--- src/source/jac_types_pkg.sv ---
// data types shared by every stage of the matrix engine.
// all widths are exact for 3x3 signed 9-bit operands, so nothing saturates.
`default_nettype none

package jac_types_pkg;

	localparam int DIM   = 3;         // matrix order.
	localparam int LANES = DIM * DIM; // one multiplier lane per element.

	typedef logic signed [8:0]  elem_t; // input element.
	typedef logic signed [17:0] prod_t; // elem_t x elem_t.
	typedef logic signed [19:0] acc_t;  // sum of three prod_t.
	typedef logic signed [28:0] out_t;  // acc_t x elem_t.

	// one column of A or one row of B, el[0] is the top or left element.
	typedef struct packed {
		elem_t [DIM-1:0] el;
	} vec3_t;

	// row-major, element (r, c) sits at el[r*3 + c].
	typedef struct packed {
		elem_t [LANES-1:0] el;
	} mat_elem_t;

	typedef struct packed {
		acc_t [LANES-1:0] el;
	} mat_acc_t;

	typedef struct packed {
		out_t [LANES-1:0] el;
	} mat_out_t;

	// one outer-product step, column k of A against row k of B.
	typedef struct packed {
		vec3_t a_col;
		vec3_t b_row;
		logic  first; // step 0, accumulator loads.
		logic  last;  // step 2, result complete after this one.
	} step_t;

endpackage

`default_nettype wire

--- src/source/jac_ctrl_pkg.sv ---
// sequencing constants for the controller and the pipeline stages.
// LATENCY is counted in enabled cycles and follows from the depths below.
`default_nettype none

package jac_ctrl_pkg;

	localparam int STEPS      = 3; // outer-product steps per job.
	localparam int MULT_DEPTH = 1; // register stages inside mult_array.

	// steps, then the lane products, the accumulator and the weighting stage.
	localparam int LATENCY = STEPS + MULT_DEPTH + 1 + MULT_DEPTH;

	typedef logic [$clog2(STEPS)-1:0] step_idx_t;

endpackage

`default_nettype wire

--- src/source/mult_array.sv ---
// nine signed multipliers with one output register, held while en is low.
// the product type must be wide enough for the full product of its operands.
`timescale 1ns/1ps
`default_nettype none

module mult_array #(
	parameter type a_el_t = logic signed [8:0],
	parameter type b_el_t = logic signed [8:0],
	parameter type p_el_t = logic signed [17:0]
) (
	input  logic          clk,
	input  logic          en,
	input  a_el_t [8:0]   a,
	input  b_el_t [8:0]   b,
	output p_el_t [8:0]   p
);

	p_el_t [8:0] prod;

	// operands are widened first so each product is exact.
	always_comb begin
		for (int i = 0; i < 9; i++) begin
			prod[i] = p_el_t'(a[i]) * p_el_t'(b[i]);
		end
	end

	// no reset here, lanes only carry data.
	always_ff @(posedge clk) begin
		if (en) begin
			p <= prod;
		end
	end

endmodule

`default_nettype wire

--- src/source/array_mult.sv ---
// weights each element of C by the matching element of W.
// c and w are sampled on the edge after c_valid, then held by mat_mult.
`timescale 1ns/1ps
`default_nettype none

module array_mult (
	input  logic                  clk,
	input  logic                  rst_n,
	input  logic                  en,
	input  jac_types_pkg::mat_acc_t  c,
	input  jac_types_pkg::mat_elem_t w,
	input  logic                  c_valid,
	output jac_types_pkg::mat_out_t  result,
	output logic                  done
);

	localparam int D = jac_ctrl_pkg::MULT_DEPTH;

	logic [D-1:0] valid_sr;

	// the lane register is the result register.
	mult_array #(
		.a_el_t(jac_types_pkg::acc_t),
		.b_el_t(jac_types_pkg::elem_t),
		.p_el_t(jac_types_pkg::out_t)
	) u_mult (
		.clk(clk),
		.en (en),
		.a  (c.el),
		.b  (w.el),
		.p  (result.el)
	);

	always_ff @(posedge clk) begin
		if (!rst_n) begin
			valid_sr <= '0;
		end else if (en) begin
			valid_sr[0] <= c_valid;
			for (int k = 1; k < D; k++) begin
				valid_sr[k] <= valid_sr[k-1];
			end
		end
	end

	assign done = valid_sr[D-1]; // one enabled cycle per job.

endmodule

`default_nettype wire

--- config.mk ---
export PLATFORM = sky130hd
export DESIGN_NAME = array_mult
export DESIGN_NICKNAME = d
export VERILOG_FILES = /design/src/source/jac_types_pkg.sv /design/src/source/jac_ctrl_pkg.sv /design/src/source/mult_array.sv /design/src/source/array_mult.sv
export SDC_FILE = /design/constraint.sdc
export NUM_CORES = 2
export LEC_CHECK = 0
export BUFFER_PORTS_ARGS = -buffer_cell sky130_fd_sc_hd__clkbuf_2
export CAP_MARGIN = 20
export CORE_ASPECT_RATIO = 0.75
export CORE_MARGIN = 8
export CORE_UTILIZATION = 39
export DETAILED_ROUTE_END_ITERATION = 6
export GPL_TIMING_DRIVEN = 0
export PLACE_DENSITY = 0.52
export SYNTH_ARGS = -nofsm -noshare
export SYNTH_HDL_FRONTEND = slang
export SYNTH_SLANG_ARGS = --single-unit
--- constraint.sdc ---
create_clock -name clk -period 11.6 [get_ports clk]
set_input_delay 2.9 -clock clk [delete_from_list [all_inputs] [get_ports clk]]
set_output_delay 2.9 -clock clk [all_outputs]
set_load 0.03 [all_outputs]
# After elaboration in Yosys (flattened, before gate mapping)
# Index checks and enable logic that the tools add are counted.
[totals]
inputBits = 265
wordCells = 19
reg_bits = 262
output_inout_bits = 262
[op_classes]
mul = 9
[ops]
columns = ["operator", "n"]
rows = [
  ["20-bit by 9-bit multiplier with 29-bit output", 9],
]

# Logic depth before layout (Yosys ltp)
[depth]
word_depth = 1
depth_mapped = 24
mapped_depth_nobuf = 23

# Hierarchy
# Synthesis repeated with hierarchy kept, for this count alone.
[unflattened]
hier_cells = 6035
hier_area_um2 = 60864.6
[by_module_without_submodules]
columns = ["mod", "n_inst", "cells_per_inst", "seq_area_each_um2", "area_per_inst_um2"]
rows = [
  ["mult_array", 1, 6032, 7837.5, 60828.3],
  ["array_mult", 1, 3, 20.0, 36.3],
]

# Least setup slack after synthesis
# OpenSTA, ideal clock, no wires.
[synth_path]
path_kind = "input port to flip-flop"
start = "in w[0] (netlist name)"
end = "reg u_mult.p[28] (netlist name) (data pin)"
setup_time_ns = 0.260
stages = 21
arrival_ns = 7.923
t_required_ns = 11.340
n_path_buf = 1
setup_slack_ns = 3.417
path_cell_list = "clkbuf_1 -> nand2_1 -> fa_1 -> inv_1 -> fa_1 -> inv_1 -> fa_1 -> inv_1 -> fa_1 -> fa_1 -> ha_1 -> a21o_1 -> a21oi_1 -> a31oi_1 -> nor2_1 -> o21ai_0 -> o221a_2 -> o41ai_1 -> o2111ai_1 -> a21oi_1 -> xnor2_1"
[synth_rtl]
columns = ["element", "line", "text"]
rows = [
  ["from (decl)", "array_mult.sv:11", "input jac_types_pkg::mat_elem_t w,"],
  ["to (signal assigned)", "mult_array.sv:30", "p <= prod;"],
  ["to (decl)", "mult_array.sv:15", "output p_el_t [8:0] p"],
]

==> summary.md <==
| Metric | Value |
|---|---|
| WL/cell | 19.23 µm |
| Post-route minimum period | 9.129 ns |
| WHS | 0.5333 ns |
| Final setup fails | 0 |
| Routed vias/inst | 4.887 |
| Top_reg_cell synth | edfxtp_1 |
| Die Y | 356.9 µm |
| Crit Path Max Fanout | 10 |
| Status | finished clean |
| Slew HR | 34.38% |
| TritonCTS clock tree | yes |
| PwrDens | 287.6 nW/µm² |
| CP arrival | 9.48 ns |
| Postcts setup bufs | 0 |
| First-pass GRT wire length | 261800 µm |
| Multiplexer share of the synthesized area | 0.03313% |
| Worst-Skew Late Latency | 0.60 ns |
| Share of post-route cells with drive strength above 1 | 7.292% |
| Library cells used by synthesis | 61 |
| Reg area | 7858 µm² |
| Slew at the pin closest to its max-slew limit | 0.9717 ns |
| Initial DRC count | 2267 |
| Overall Power | 19.08 mW |
| Met3 usage | 3.366% |
| DR pass1 iterations | 5 |
| Synth Register Bits | 262 |
| Compound-cell area share of the yosys netlist | 4.793% |
| Die area | 167900 µm² |
| FILL cells | 15110 |
| Drt drc | 0 |
| TritonCTS buffer count | 40 |
| Tcrit/Tclk final | 78.70% |
| Post-synthesis simple-gate area fraction | 16.01% |
| Syn avg cell area | 10.12 µm² |
| Critical Path Start Type | input port |
| Global route overflow | 0 |
| Vias | 41490 |
| Adder-Cell Fraction of Synth Area | 55.01% |
| Fmax | 0.1095 GHz |
| Grt met1 use | 28.62% |
| Core Area | 154400 µm² |
| Final #Nets | 8530 |
| Post-Syn Area | 60430 µm² |
| Initial core utilization | 39.15% |
| Post-place setup slack | 1.901 ns |
| Sink Count | 262 |
| Pins over their slew limit | 0 |
| Chip width | 470.5 µm |
| EDFF count, synth | 261 |
| Top Usage Layer GRT | met2 |
| Final Skew | 0 ns |
| Rows | 125 |
| Worst-path clk slew | 0.05 ns |
| Mapped Cells | 5971 |
| Final instance area | 66340 µm² |
| Root buffer cell | clkbuf_16 |
| Worst Slack Setup Final | 2.471 ns |
| Area growth syn-to-layout | 9.783% |
| Hold Vio Cnt, Final | 0 |
| Vias in the first global route | 45360 |
| Routed wire length | 163200 µm |
| Antenna violations before repair | 27 |
| Critical path type | input port to flop |
| LEAKAGE | 32.47 nW |
| Area of the multi-input gates | 48000 µm² |
| Largest family of logic cells by synthesized area | adder cells |
| Setup TNS | 0 ns |
| Max-cap violation count | 0 |
| Xor and xnor area share after synthesis | 3.580% |
| IO Port Bufs | 386 |
| Met2 usage | 30.00% |
| Post-synthesis net count | 8099 |
| IO Count | 527 |
| Final GP Congestion | 0.8472 |
| CTS HTree Levels | 2 |
| Post-route ant nets | 0 |
| Synth async-reset ratio | 0% |
| Sequential area share after synthesis | 13.00% |
| Peak supply drop | 0.2320 mV |
| Post-CTS Hold Fix Bufs | 0 |
| Max clock buf depth | 3 |
| DP Wirelength | 138700 µm |
| Setup crit end kind | flop |
| Synth warn | 0 |
| Req. time, crit path | 11.95 ns |
| Placement-stage cell area | 64990 µm² |
| Largest net degree at the start of global routing | 82 |
| Gr usage total | 19.70% |
| Resized cells post-CTS | 0 |
| RSZ-0062 raised after global routing | no |
| Hold crit path type | flop to flop |
[critical path, cell delays in order]
cell and delay [ns]:
clkbuf_2 0.23, clkinv_1 0.39, clkbuf_1 0.45, nor2_1 0.24, fa_1 0.49, fa_1 0.52, fa_1 0.43, fa_1 0.45
ha_1 0.29, ha_1 0.33, o21ai_0 0.18, a21oi_1 0.08, o41ai_1 0.80, o21ai_0 0.48, a41oi_1 0.59, o211a_1 0.25
o21bai_1 0.09, a21oi_1 0.19, xnor2_1 0.08
[final timing paths]
| check | from | endpoint | slack (ns) | cells past startpoint |
|---|---|---|---|---|
| worst max-delay path | w[8] | u_mult.p[27]$_DFFE_PP_ | 2.47 | 19 |
| worst min-delay path | done$_SDFFE_PN0P_ | done$_SDFFE_PN0P_ | 0.53 | 2 |
| worst max register to register | done$_SDFFE_PN0P_ | done$_SDFFE_PN0P_ | 11.01 | 2 |
| worst min register to register | done$_SDFFE_PN0P_ | done$_SDFFE_PN0P_ | 0.53 | 2 |
[placed cells by master, fill, tap and decap left out, drive strengths merged, types with 17 or more instances in the layout]
cell type / count
and3: 17
nand2: 682
xnor2: 200
o21bai: 31
o21a: 28
clkbuf: 658
edfxtp: 261
diode: 24
a21o: 59
o21ai: 89
nor3: 27
clkinv: 23
ha: 540
xor2: 47
inv: 988
a21oi: 142
and2: 822
nand3: 35
fa: 1323
nand2b: 47
nor2: 248
nor2b: 25
[registers in the layout (all words and copies together), names as in the netlist]
name      cells
u_mult.p    261
done          1
[metrics by stage]
step / std cells / utilization [%]
3_5_place_dp: 8392 / 42.10
5_1_grt: 8484 / 42.97
4_1_cts: 8464 / 42.94
3_3_place_gp: 8389 / 42.04
2_1_floorplan: 5971 / -
6_report: 8488 / 42.98
[synth_stat cells, types with 6 or more instances]
cell,instances,share of area (%)
a21oi_1,141,1.2
clkinv_1,8,0.050
o31a_1,6,0.087
inv_1,987,6.1
edfxtp_1,261,13
nand3_1,35,0.29
ha_1,540,11
a21boi_0,10,0.12
clkbuf_1,223,1.4
nor3_1,27,0.22
o21a_1,28,0.35
nand2b_1,47,0.49
nor2b_1,25,0.26
nor2_1,248,1.5
a31oi_1,14,0.14
xnor2_1,200,2.9
o21ai_0,88,0.73
nand2_1,682,4.2
and3_1,17,0.18
xor2_1,47,0.68
or3_1,7,0.072
a211oi_1,16,0.20
and2_1,822,8.5
o21bai_1,31,0.39
nand4_1,6,0.062
a21o_1,59,0.73
fa_1,1323,44
[layout make-up]
class,count,share of cell area (%)
Clock inverter,23,0.3319
Sequential cell,262,11.84
Inverter,995,5.630
Clock buffer,49,1.607
Buffer,223,1.262
Multi-Input combinational cell,4491,72.35
Tap cell,2032,3.832
Antenna cell,24,0.09053
Timing Repair Buffer,389,3.050
[kinds of logic after synthesis]
kind of cell,Yosys count
compound gates,451
xor+xnor,247
fa+ha+maj,1863
buf+inv,1218
flops,262
mux,2
simple gates,1928
[metal layers]
metal	part of all wire, %	vias to the layer above
met3	5.6	150
met4	3.2	8
met2	44	952
li1	-	19210
met5	0.028	-
met1	47	21170
[power breakdown]
part	total [mW]	internal, mW	switching [mW]	leakage [nW]
registers	2.48	2.31	0.173	2.56
logic	15.3	6.36	8.98	29.3
clock network	1.25	0.722	0.531	0.623
total	19.1	9.39	9.68	32.5
(Power assumes the default switching activity.)
