===== src/source/jac_types_pkg.sv =====
// data types shared by every stage of the matrix engine.
// all widths are exact for 3x3 signed 9-bit operands, so nothing saturates.
`default_nettype none

package jac_types_pkg;

	localparam int DIM   = 3;         // matrix order.
	localparam int LANES = DIM * DIM; // one multiplier lane per element.

	typedef logic signed [8:0]  elem_t; // input element.
	typedef logic signed [17:0] prod_t; // elem_t x elem_t.
	typedef logic signed [19:0] acc_t;  // sum of three prod_t.
	typedef logic signed [28:0] out_t;  // acc_t x elem_t.

	// one column of A or one row of B, el[0] is the top or left element.
	typedef struct packed {
		elem_t [DIM-1:0] el;
	} vec3_t;

	// row-major, element (r, c) sits at el[r*3 + c].
	typedef struct packed {
		elem_t [LANES-1:0] el;
	} mat_elem_t;

	typedef struct packed {
		acc_t [LANES-1:0] el;
	} mat_acc_t;

	typedef struct packed {
		out_t [LANES-1:0] el;
	} mat_out_t;

	// one outer-product step, column k of A against row k of B.
	typedef struct packed {
		vec3_t a_col;
		vec3_t b_row;
		logic  first; // step 0, accumulator loads.
		logic  last;  // step 2, result complete after this one.
	} step_t;

endpackage

`default_nettype wire


===== src/source/jac_ctrl_pkg.sv =====
// sequencing constants for the controller and the pipeline stages.
// LATENCY is counted in enabled cycles and follows from the depths below.
`default_nettype none

package jac_ctrl_pkg;

	localparam int STEPS      = 3; // outer-product steps per job.
	localparam int MULT_DEPTH = 1; // register stages inside mult_array.

	// steps, then the lane products, the accumulator and the weighting stage.
	localparam int LATENCY = STEPS + MULT_DEPTH + 1 + MULT_DEPTH;

	typedef logic [$clog2(STEPS)-1:0] step_idx_t;

endpackage

`default_nettype wire


===== src/source/mult_array.sv =====
// nine signed multipliers with one output register, held while en is low.
// the product type must be wide enough for the full product of its operands.
`timescale 1ns/1ps
`default_nettype none

module mult_array #(
	parameter type a_el_t = logic signed [8:0],
	parameter type b_el_t = logic signed [8:0],
	parameter type p_el_t = logic signed [17:0]
) (
	input  logic          clk,
	input  logic          en,
	input  a_el_t [8:0]   a,
	input  b_el_t [8:0]   b,
	output p_el_t [8:0]   p
);

	p_el_t [8:0] prod;

	// operands are widened first so each product is exact.
	always_comb begin
		for (int i = 0; i < 9; i++) begin
			prod[i] = p_el_t'(a[i]) * p_el_t'(b[i]);
		end
	end

	// no reset here, lanes only carry data.
	always_ff @(posedge clk) begin
		if (en) begin
			p <= prod;
		end
	end

endmodule

`default_nettype wire


===== src/source/mat_mult.sv =====
// accumulates three outer products into C = A x B, one step per strobe.
// expects steps of a job on consecutive enabled cycles, first through last.
`timescale 1ns/1ps
`default_nettype none

module mat_mult #(
	parameter type payload_t = jac_types_pkg::mat_elem_t
) (
	input  logic                  clk,
	input  logic                  rst_n,
	input  logic                  en,
	input  jac_types_pkg::step_t     step,
	input  logic                  step_valid,
	input  payload_t              payload,
	output jac_types_pkg::mat_acc_t  c,
	output payload_t              payload_out,
	output logic                  c_valid
);

	localparam int D = jac_ctrl_pkg::MULT_DEPTH;

	jac_types_pkg::elem_t [8:0] lane_a;
	jac_types_pkg::elem_t [8:0] lane_b;
	jac_types_pkg::prod_t [8:0] prod;

	logic [D-1:0] valid_sr;
	logic [D-1:0] first_sr;
	logic [D-1:0] last_sr;
	payload_t     pay_sr [D];

	// lane i*3+j gets a_col[i] and b_row[j].
	always_comb begin
		for (int i = 0; i < jac_types_pkg::DIM; i++) begin
			for (int j = 0; j < jac_types_pkg::DIM; j++) begin
				lane_a[i*jac_types_pkg::DIM + j] = step.a_col.el[i];
				lane_b[i*jac_types_pkg::DIM + j] = step.b_row.el[j];
			end
		end
	end

	mult_array #(
		.a_el_t(jac_types_pkg::elem_t),
		.b_el_t(jac_types_pkg::elem_t),
		.p_el_t(jac_types_pkg::prod_t)
	) u_mult (
		.clk(clk),
		.en (en),
		.a  (lane_a),
		.b  (lane_b),
		.p  (prod)
	);

	// step flags follow the products through the lanes.
	always_ff @(posedge clk) begin
		if (!rst_n) begin
			valid_sr <= '0;
			c_valid  <= 1'b0;
		end else if (en) begin
			valid_sr[0] <= step_valid;
			for (int k = 1; k < D; k++) begin
				valid_sr[k] <= valid_sr[k-1];
			end
			c_valid <= valid_sr[D-1] && last_sr[D-1];
		end
	end

	always_ff @(posedge clk) begin
		if (en) begin
			first_sr[0] <= step.first;
			last_sr[0]  <= step.last;
			pay_sr[0]   <= payload;
			for (int k = 1; k < D; k++) begin
				first_sr[k] <= first_sr[k-1];
				last_sr[k]  <= last_sr[k-1];
				pay_sr[k]   <= pay_sr[k-1];
			end
			if (valid_sr[D-1]) begin
				for (int n = 0; n < jac_types_pkg::LANES; n++) begin
					if (first_sr[D-1]) begin
						c.el[n] <= jac_types_pkg::acc_t'(prod[n]); // load on first.
					end else begin
						c.el[n] <= c.el[n] + jac_types_pkg::acc_t'(prod[n]);
					end
				end
				if (last_sr[D-1]) begin
					payload_out <= pay_sr[D-1];
				end
			end
		end
	end

endmodule

`default_nettype wire


===== config.mk =====
export PLATFORM = sky130hd
export DESIGN_NAME = mat_mult
export DESIGN_NICKNAME = d
export VERILOG_FILES = /design/src/source/jac_types_pkg.sv /design/src/source/jac_ctrl_pkg.sv /design/src/source/mult_array.sv /design/src/source/mat_mult.sv
export SDC_FILE = /design/constraint.sdc
export NUM_CORES = 2
export LEC_CHECK = 0
export BUFFER_PORTS_ARGS = -buffer_cell sky130_fd_sc_hd__buf_2
export CORE_ASPECT_RATIO = 1.1
export CORE_MARGIN = 5
export CORE_UTILIZATION = 63
export DETAILED_ROUTE_END_ITERATION = 8
export GPL_ROUTABILITY_DRIVEN = 0
export PLACE_DENSITY = 0.87
export SLEW_MARGIN = 20
export SYNTH_ARGS = -nofsm -noshare
export SYNTH_HDL_FRONTEND = slang
export SYNTH_SLANG_ARGS = --single-unit

===== constraint.sdc =====
create_clock -name clk -period 7.53 [get_ports clk]
set_clock_uncertainty 0.15 [all_clocks]
set_input_delay 1.1295 -clock clk [delete_from_list [all_inputs] [get_ports clk]]
set_output_delay 1.1295 -clock clk [all_outputs]
set_load 0.02 [all_outputs]

# [Word-level counts from Yosys, hierarchy flattened]
# Memory sizes are Yosys's and may differ from the RTL's. A register that Yosys moved wholly into a read port is not among the register bits.
# Cells that the tools add are included.
[totals] out_inout_bits=262 inputBits=141 ramBits=81 mem_count=1 word_cells=55 reg_bits=346
[classes] addsub=9 mul=9 n_reduce_logical=3 muxes=11
[memory_table] memory="pay_sr" depth=1 word_bits=81 rd=1 rd_clocked_by_memory_dff=1 wr=1 line="mat_mult.sv:29" text="payload_t pay_sr [D];"
[ops] cell="20-bit by 18-bit adder with 20-bit output" count=9
[ops] cell="20-bit two-way mux" count=9
[ops] cell="9-bit by 9-bit multiplier with 18-bit output" count=9
[ops] cell="3-bit AND reduction" count=1
[ops] cell="1-bit two-way mux" count=2
[ops] cell="2-bit AND reduction" count=1
[ops] cell="1-bit logical AND" count=1

# [Longest topological paths before layout]
[logic_depth] depth_word=2 depth_mapped=21 depth_no_buf=19

# [Hierarchy]
# A second synthesis with hierarchy kept.
[unflattened] hier_cells=4843 area_unflattened_um2=51486.9
[by_module_without_submodules] mod="mult_array" cells_per_inst=3046 seq_area_each_um2=4864.7 instances=1 area_per_inst_um2=31482.7
[by_module_without_submodules] mod="mat_mult" cells_per_inst=1797 seq_area_each_um2=10369.9 instances=1 area_per_inst_um2=20004.2

# [Least setup slack after synthesis]
# No wires, ideal clock.
[synth_timing] path_kind="input to register" start="in step[43] (netlist name)" end="reg u_mult.p[89] (netlist name), data pin" setup_ps=268 arrival_time_ps=5765 setup_slack_ps=1347 stages=21 required_ps=7112 path_buffers=2 path_cell_list="clkbuf_1 > clkbuf_1 > nand2_1 > fa_1 > inv_1 > fa_1 > ha_1 > inv_1 > fa_1 > inv_1 > ha_1 > ha_1 > fa_1 > a21o_1 > a21oi_1 > nor2b_1 > nor2_1 > o21ai_0 > a41o_1 > o41ai_1 > xnor2_1"
[synth_lines] item="start: declaration" line="mat_mult.sv:12" text="input jac_types_pkg::step_t step,"
[synth_lines] item="end signal: assignment" line="mult_array.sv:30" text="p <= prod;"
[synth_lines] item="end: declaration" line="mult_array.sv:15" text="output p_el_t [8:0] p"

==> flow_summary.html <==
<table>
<tr><th>Metric</th><th>Value</th></tr>
<tr><th colspan="2">Yosys</th></tr>
<tr><td>Post-synthesis adder-cell area fraction</td><td>37.05%</td></tr>
<tr><td>Largest family of logic cells by synthesized area</td><td>adder cells</td></tr>
<tr><td>Post-Synthesis Cell Area</td><td>0.05185 mm2</td></tr>
<tr><td>Mean instance size in the synthesized netlist</td><td>10.59 um2</td></tr>
<tr><td>Portion of netlist area occupied by mux cells</td><td>1.083%</td></tr>
<tr><td>Synthesis-stage register bit count</td><td>508</td></tr>
<tr><td>Share of synthesized cell area in and, or, nand and nor gates</td><td>12.46%</td></tr>
<tr><td>Ys flop type</td><td>sky130_fd_sc_hd__edfxtp_1</td></tr>
<tr><td>Sequential element share of the synthesized area</td><td>29.38%</td></tr>
<tr><td>Synthesized-area fraction occupied by xor and xnor cells</td><td>5.101%</td></tr>
<tr><td>Number of warnings printed during yosys synthesis</td><td>0</td></tr>
<tr><td>Number of distinct library cells after synthesis</td><td>75</td></tr>
<tr><td>Post-Syn Nets</td><td>6,189</td></tr>
<tr><td>Compound-gate portion of the synthesized area</td><td>8.745%</td></tr>
<tr><td>Share of flip-flops with an asynchronous set or reset after synthesis</td><td>0%</td></tr>
<tr><td>Synth Instances</td><td>4,896</td></tr>
<tr><td>Number of synthesized flops with an enable pin</td><td>506</td></tr>
<tr><th colspan="2">Global route</th></tr>
<tr><td>Pin count of the biggest net entering global routing</td><td>173</td></tr>
<tr><td>First-pass GRT wire length</td><td>197,600 um</td></tr>
<tr><td>Number of antenna violations at the first check in global routing</td><td>11</td></tr>
<tr><td>Number of global-route vias before repair</td><td>38,910</td></tr>
<tr><td>Aggregate global routing overflow</td><td>0</td></tr>
<tr><td>Total routing resource utilization after global routing</td><td>27.41%</td></tr>
<tr><th colspan="2">Final layout</th></tr>
<tr><td>Number of nets in the final layout</td><td>6,496</td></tr>
<tr><td>Non-filler cells in the finished layout</td><td>6,322</td></tr>
<tr><td>Number of filler cells placed in the layout</td><td>5,721</td></tr>
<tr><td>Layout cell share with drive strength beyond 1</td><td>10.84%</td></tr>
<tr><td>Sequential Area</td><td>0.01523 mm2</td></tr>
<tr><td>Synthesis-to-layout area growth</td><td>9.169%</td></tr>
<tr><td>Multi-input combinational cell area</td><td>0.03342 mm2</td></tr>
<tr><td>Utilization after layout</td><td>69.24%</td></tr>
<tr><td>Post-layout instance area</td><td>0.05661 mm2</td></tr>
<tr><th colspan="2">Drt</th></tr>
<tr><td>First-pass DRT Iterations</td><td>6</td></tr>
<tr><td>Routed wire per std cell</td><td>19.11 um</td></tr>
<tr><td>Detailed-route vias per instance</td><td>5.829</td></tr>
<tr><td>Detailed-route via count</td><td>36,850</td></tr>
<tr><td>Number of routed nets with antenna violations</td><td>0</td></tr>
<tr><td>Residual DRC count</td><td>0</td></tr>
<tr><td>Sum of routed wire length over all layers</td><td>120,800 um</td></tr>
<tr><td>1st-iter DRT viols</td><td>2,489</td></tr>
<tr><th colspan="2">STA</th></tr>
<tr><td>Final setup vio count</td><td>0</td></tr>
<tr><td>Number of max-slew violations in the final report</td><td>0</td></tr>
<tr><td>Number of hold-slack violations in the final timing report</td><td>0</td></tr>
<tr><td>Final critical path time including I/O delays and setup</td><td>5.961 ns</td></tr>
<tr><td>Worst hold slack</td><td>0.2630 ns</td></tr>
<tr><td>Post-layout worst setup margin</td><td>1.569 ns</td></tr>
<tr><td>Worst-margin pin slew</td><td>1.026 ns</td></tr>
<tr><td>Part of the cycle the worst path needs</td><td>79.17%</td></tr>
<tr><td>Final setup TNS</td><td>0 ns</td></tr>
<tr><td>Setup repair after global routing missed its margin</td><td>false</td></tr>
<tr><td>Max-Slew Margin vs Limit</td><td>31.61%</td></tr>
<tr><td>Maximum operating frequency</td><td>167.7 MHz</td></tr>
<tr><th colspan="2">Place</th></tr>
<tr><td>Placed insts</td><td>6,211</td></tr>
<tr><td>Dpl cell area</td><td>0.05474 mm2</td></tr>
<tr><td>Placed wire-length estimate</td><td>93,460 um</td></tr>
<tr><td>Count of buffers from port buffering</td><td>402</td></tr>
<tr><td>Worst slack at placement</td><td>0.9251 ns</td></tr>
<tr><th colspan="2">Floorplanning</th></tr>
<tr><td>Number of ports placed on the die boundary</td><td>403</td></tr>
<tr><td>Full die area</td><td>0.08815 mm2</td></tr>
<tr><td>Horiz. Die Dim</td><td>283.5 um</td></tr>
<tr><td>Die height</td><td>310.9 um</td></tr>
<tr><td>Core region area</td><td>0.08175 mm2</td></tr>
<tr><td>Initial cell density of the core</td><td>63.43%</td></tr>
<tr><td>Std cell rows</td><td>110</td></tr>
<tr><th colspan="2">Power</th></tr>
<tr><td>Leakage power</td><td>26.19 nW</td></tr>
<tr><td>Worst-case vdd ir drop</td><td>0.0003221 V</td></tr>
<tr><td>Tot Pwr</td><td>21.53 mW</td></tr>
<tr><td>Power per cell area</td><td>380.3 mW/mm2</td></tr>
<tr><th colspan="2">Setup path</th></tr>
<tr><td>Type of element capturing the critical path</td><td>flip-flop</td></tr>
<tr><td>Arrival time at the worst endpoint</td><td>6.19 ns</td></tr>
<tr><td>Kind of critical path</td><td>in -&gt; reg</td></tr>
<tr><td>Startpoint type of the worst setup path</td><td>input port</td></tr>
<tr><td>Register-to-Register Path Depth</td><td>11</td></tr>
<tr><td>Endpoint required time on the critical path</td><td>7.76 ns</td></tr>
<tr><td>Largest fanout on the critical path</td><td>27</td></tr>
<tr><th colspan="2">Clock tree</th></tr>
<tr><td>Post-cts sizing count</td><td>0</td></tr>
<tr><td>Clock transition at the register clock pins on the worst setup and hold paths after CTS</td><td>0.07 ns</td></tr>
<tr><td>Post-CTS Repair Setup Buffers</td><td>0</td></tr>
<tr><td>Sinks on Clock Net</td><td>508</td></tr>
<tr><td>Clk Latency, worst-skew pair</td><td>0.63 ns</td></tr>
<tr><td>Clock tree from TritonCTS</td><td>yes</td></tr>
<tr><td>CTS H-tree lvls</td><td>2</td></tr>
<tr><td>Cell at the root of the clock tree</td><td>sky130_fd_sc_hd__clkbuf_16</td></tr>
<tr><td>Number of buffers added to fix hold violations after cts</td><td>0</td></tr>
<tr><td>Maximum clock insertion buffer count</td><td>3</td></tr>
<tr><td>Inserted Clock Buffers</td><td>54</td></tr>
<tr><th colspan="2">Hold path</th></tr>
<tr><td>Hold path cells</td><td>0</td></tr>
<tr><td>Worst hold path class</td><td>reg -&gt; reg</td></tr>
<tr><th colspan="2">Flow run</th></tr>
<tr><td>Number of max-cap violations</td><td>0</td></tr>
<tr><th colspan="2">Run status</th></tr>
<tr><td>Outcome</td><td>finished, final reports clean</td></tr>
</table>
## cell families after synthesis
family | after synthesis
buffers and inverters | 853
flip-flops | 508
AND/OR/NAND/NOR | 1316
multiplexers | 52
XOR/XNOR | 302
AO/OA/AOI/OAI | 713
adder cells (fa/ha/maj) | 1152
## state kept, by name, summed over array words and instances, names as in the netlist
register	cells
valid_sr	1
last_sr	1
pay_sr	81
first_sr	1
c_valid	1
u_mult.p	162
payload_out	81
c	180
## layout by cell type, fill, tap and decap left out, drive strengths merged, types with 17 or more instances in the layout
cell type  count
a211oi        28
a21o          83
a21oi        182
a31oi         17
and2         308
buf          421
clkbuf        62
clkinv        23
edfxtp       506
fa           639
ha           513
inv          689
mux2          33
mux2i         19
nand2        570
nand2b        41
nand3         41
nor2         134
nor2b         94
nor3          36
nor3b         18
o211ai        20
o21a          41
o21ai        204
o21bai        27
o31ai         21
xnor2        202
xor2         100
## final timing paths
check,endpoint,slack (ns),from
max reg2reg,c[116],4.20,c[100]
min,payload_out[51],0.26,pay_sr[0][51]
min reg2reg,payload_out[51],0.26,pay_sr[0][51]
max,u_mult.p[71],1.57,step[2]
## power by group
| group | switching [mW] | internal (mW) | leakage [nW] |
|---|---|---|---|
| registers | 0.449 | 4.45 | 4.79 |
| clock network | 1.18 | 1.58 | 0.888 |
| logic | 7.63 | 6.23 | 20.5 |
## cells in the mapped netlist (all sizes together), types with 83 or more instances
cell type    n  area (um2)
and2       308        1927
nand2      570        2140
fa         639       12790
xor2       100       875.8
o21ai      204        1028
nor2b       94       595.6
xnor2      202        1769
ha         513        6419
edfxtp     506       15190
clkbuf     158       593.1
a21o        83       624.4
nor2       134       503.0
a21oi      182       914.6
inv        683        2564
## final cells by class
class / count / share of cell area, %
well taps: 1064 / 2.352
multi-input cells: 3535 / 59.04
clock inverters: 40 / 0.8156
repair buffers: 421 / 3.868
flip-flops and latches: 508 / 26.91
clock buffers: 62 / 2.440
diodes: 9 / 0.03979
inverters: 683 / 4.529
## critical path: stages
cell and delay (ns):
sky130_fd_sc_hd__buf_2 0.45, sky130_fd_sc_hd__nand2_1 0.16, sky130_fd_sc_hd__fa_1 0.56, sky130_fd_sc_hd__inv_1 0.05, sky130_fd_sc_hd__fa_1 0.46, sky130_fd_sc_hd__ha_1 0.28
sky130_fd_sc_hd__inv_1 0.05, sky130_fd_sc_hd__fa_1 0.49, sky130_fd_sc_hd__inv_1 0.05, sky130_fd_sc_hd__ha_1 0.26, sky130_fd_sc_hd__ha_1 0.21, sky130_fd_sc_hd__fa_1 0.46
sky130_fd_sc_hd__a21o_1 0.17, sky130_fd_sc_hd__a21oi_1 0.25, sky130_fd_sc_hd__o21bai_1 0.12, sky130_fd_sc_hd__a21oi_1 0.27, sky130_fd_sc_hd__o21bai_1 0.14, sky130_fd_sc_hd__a211oi_1 0.34
sky130_fd_sc_hd__a21oi_1 0.13, sky130_fd_sc_hd__xnor2_1 0.14
## routing by layer
metal	track usage [%]	wire, um	share of wire, %
met1	33.71	46060	38
met5	0	0	0
met3	4.674	8277	6.9
met4	13.04	6675	5.5
met2	47.37	59790	49
Power figures use the tool's default switching activity.
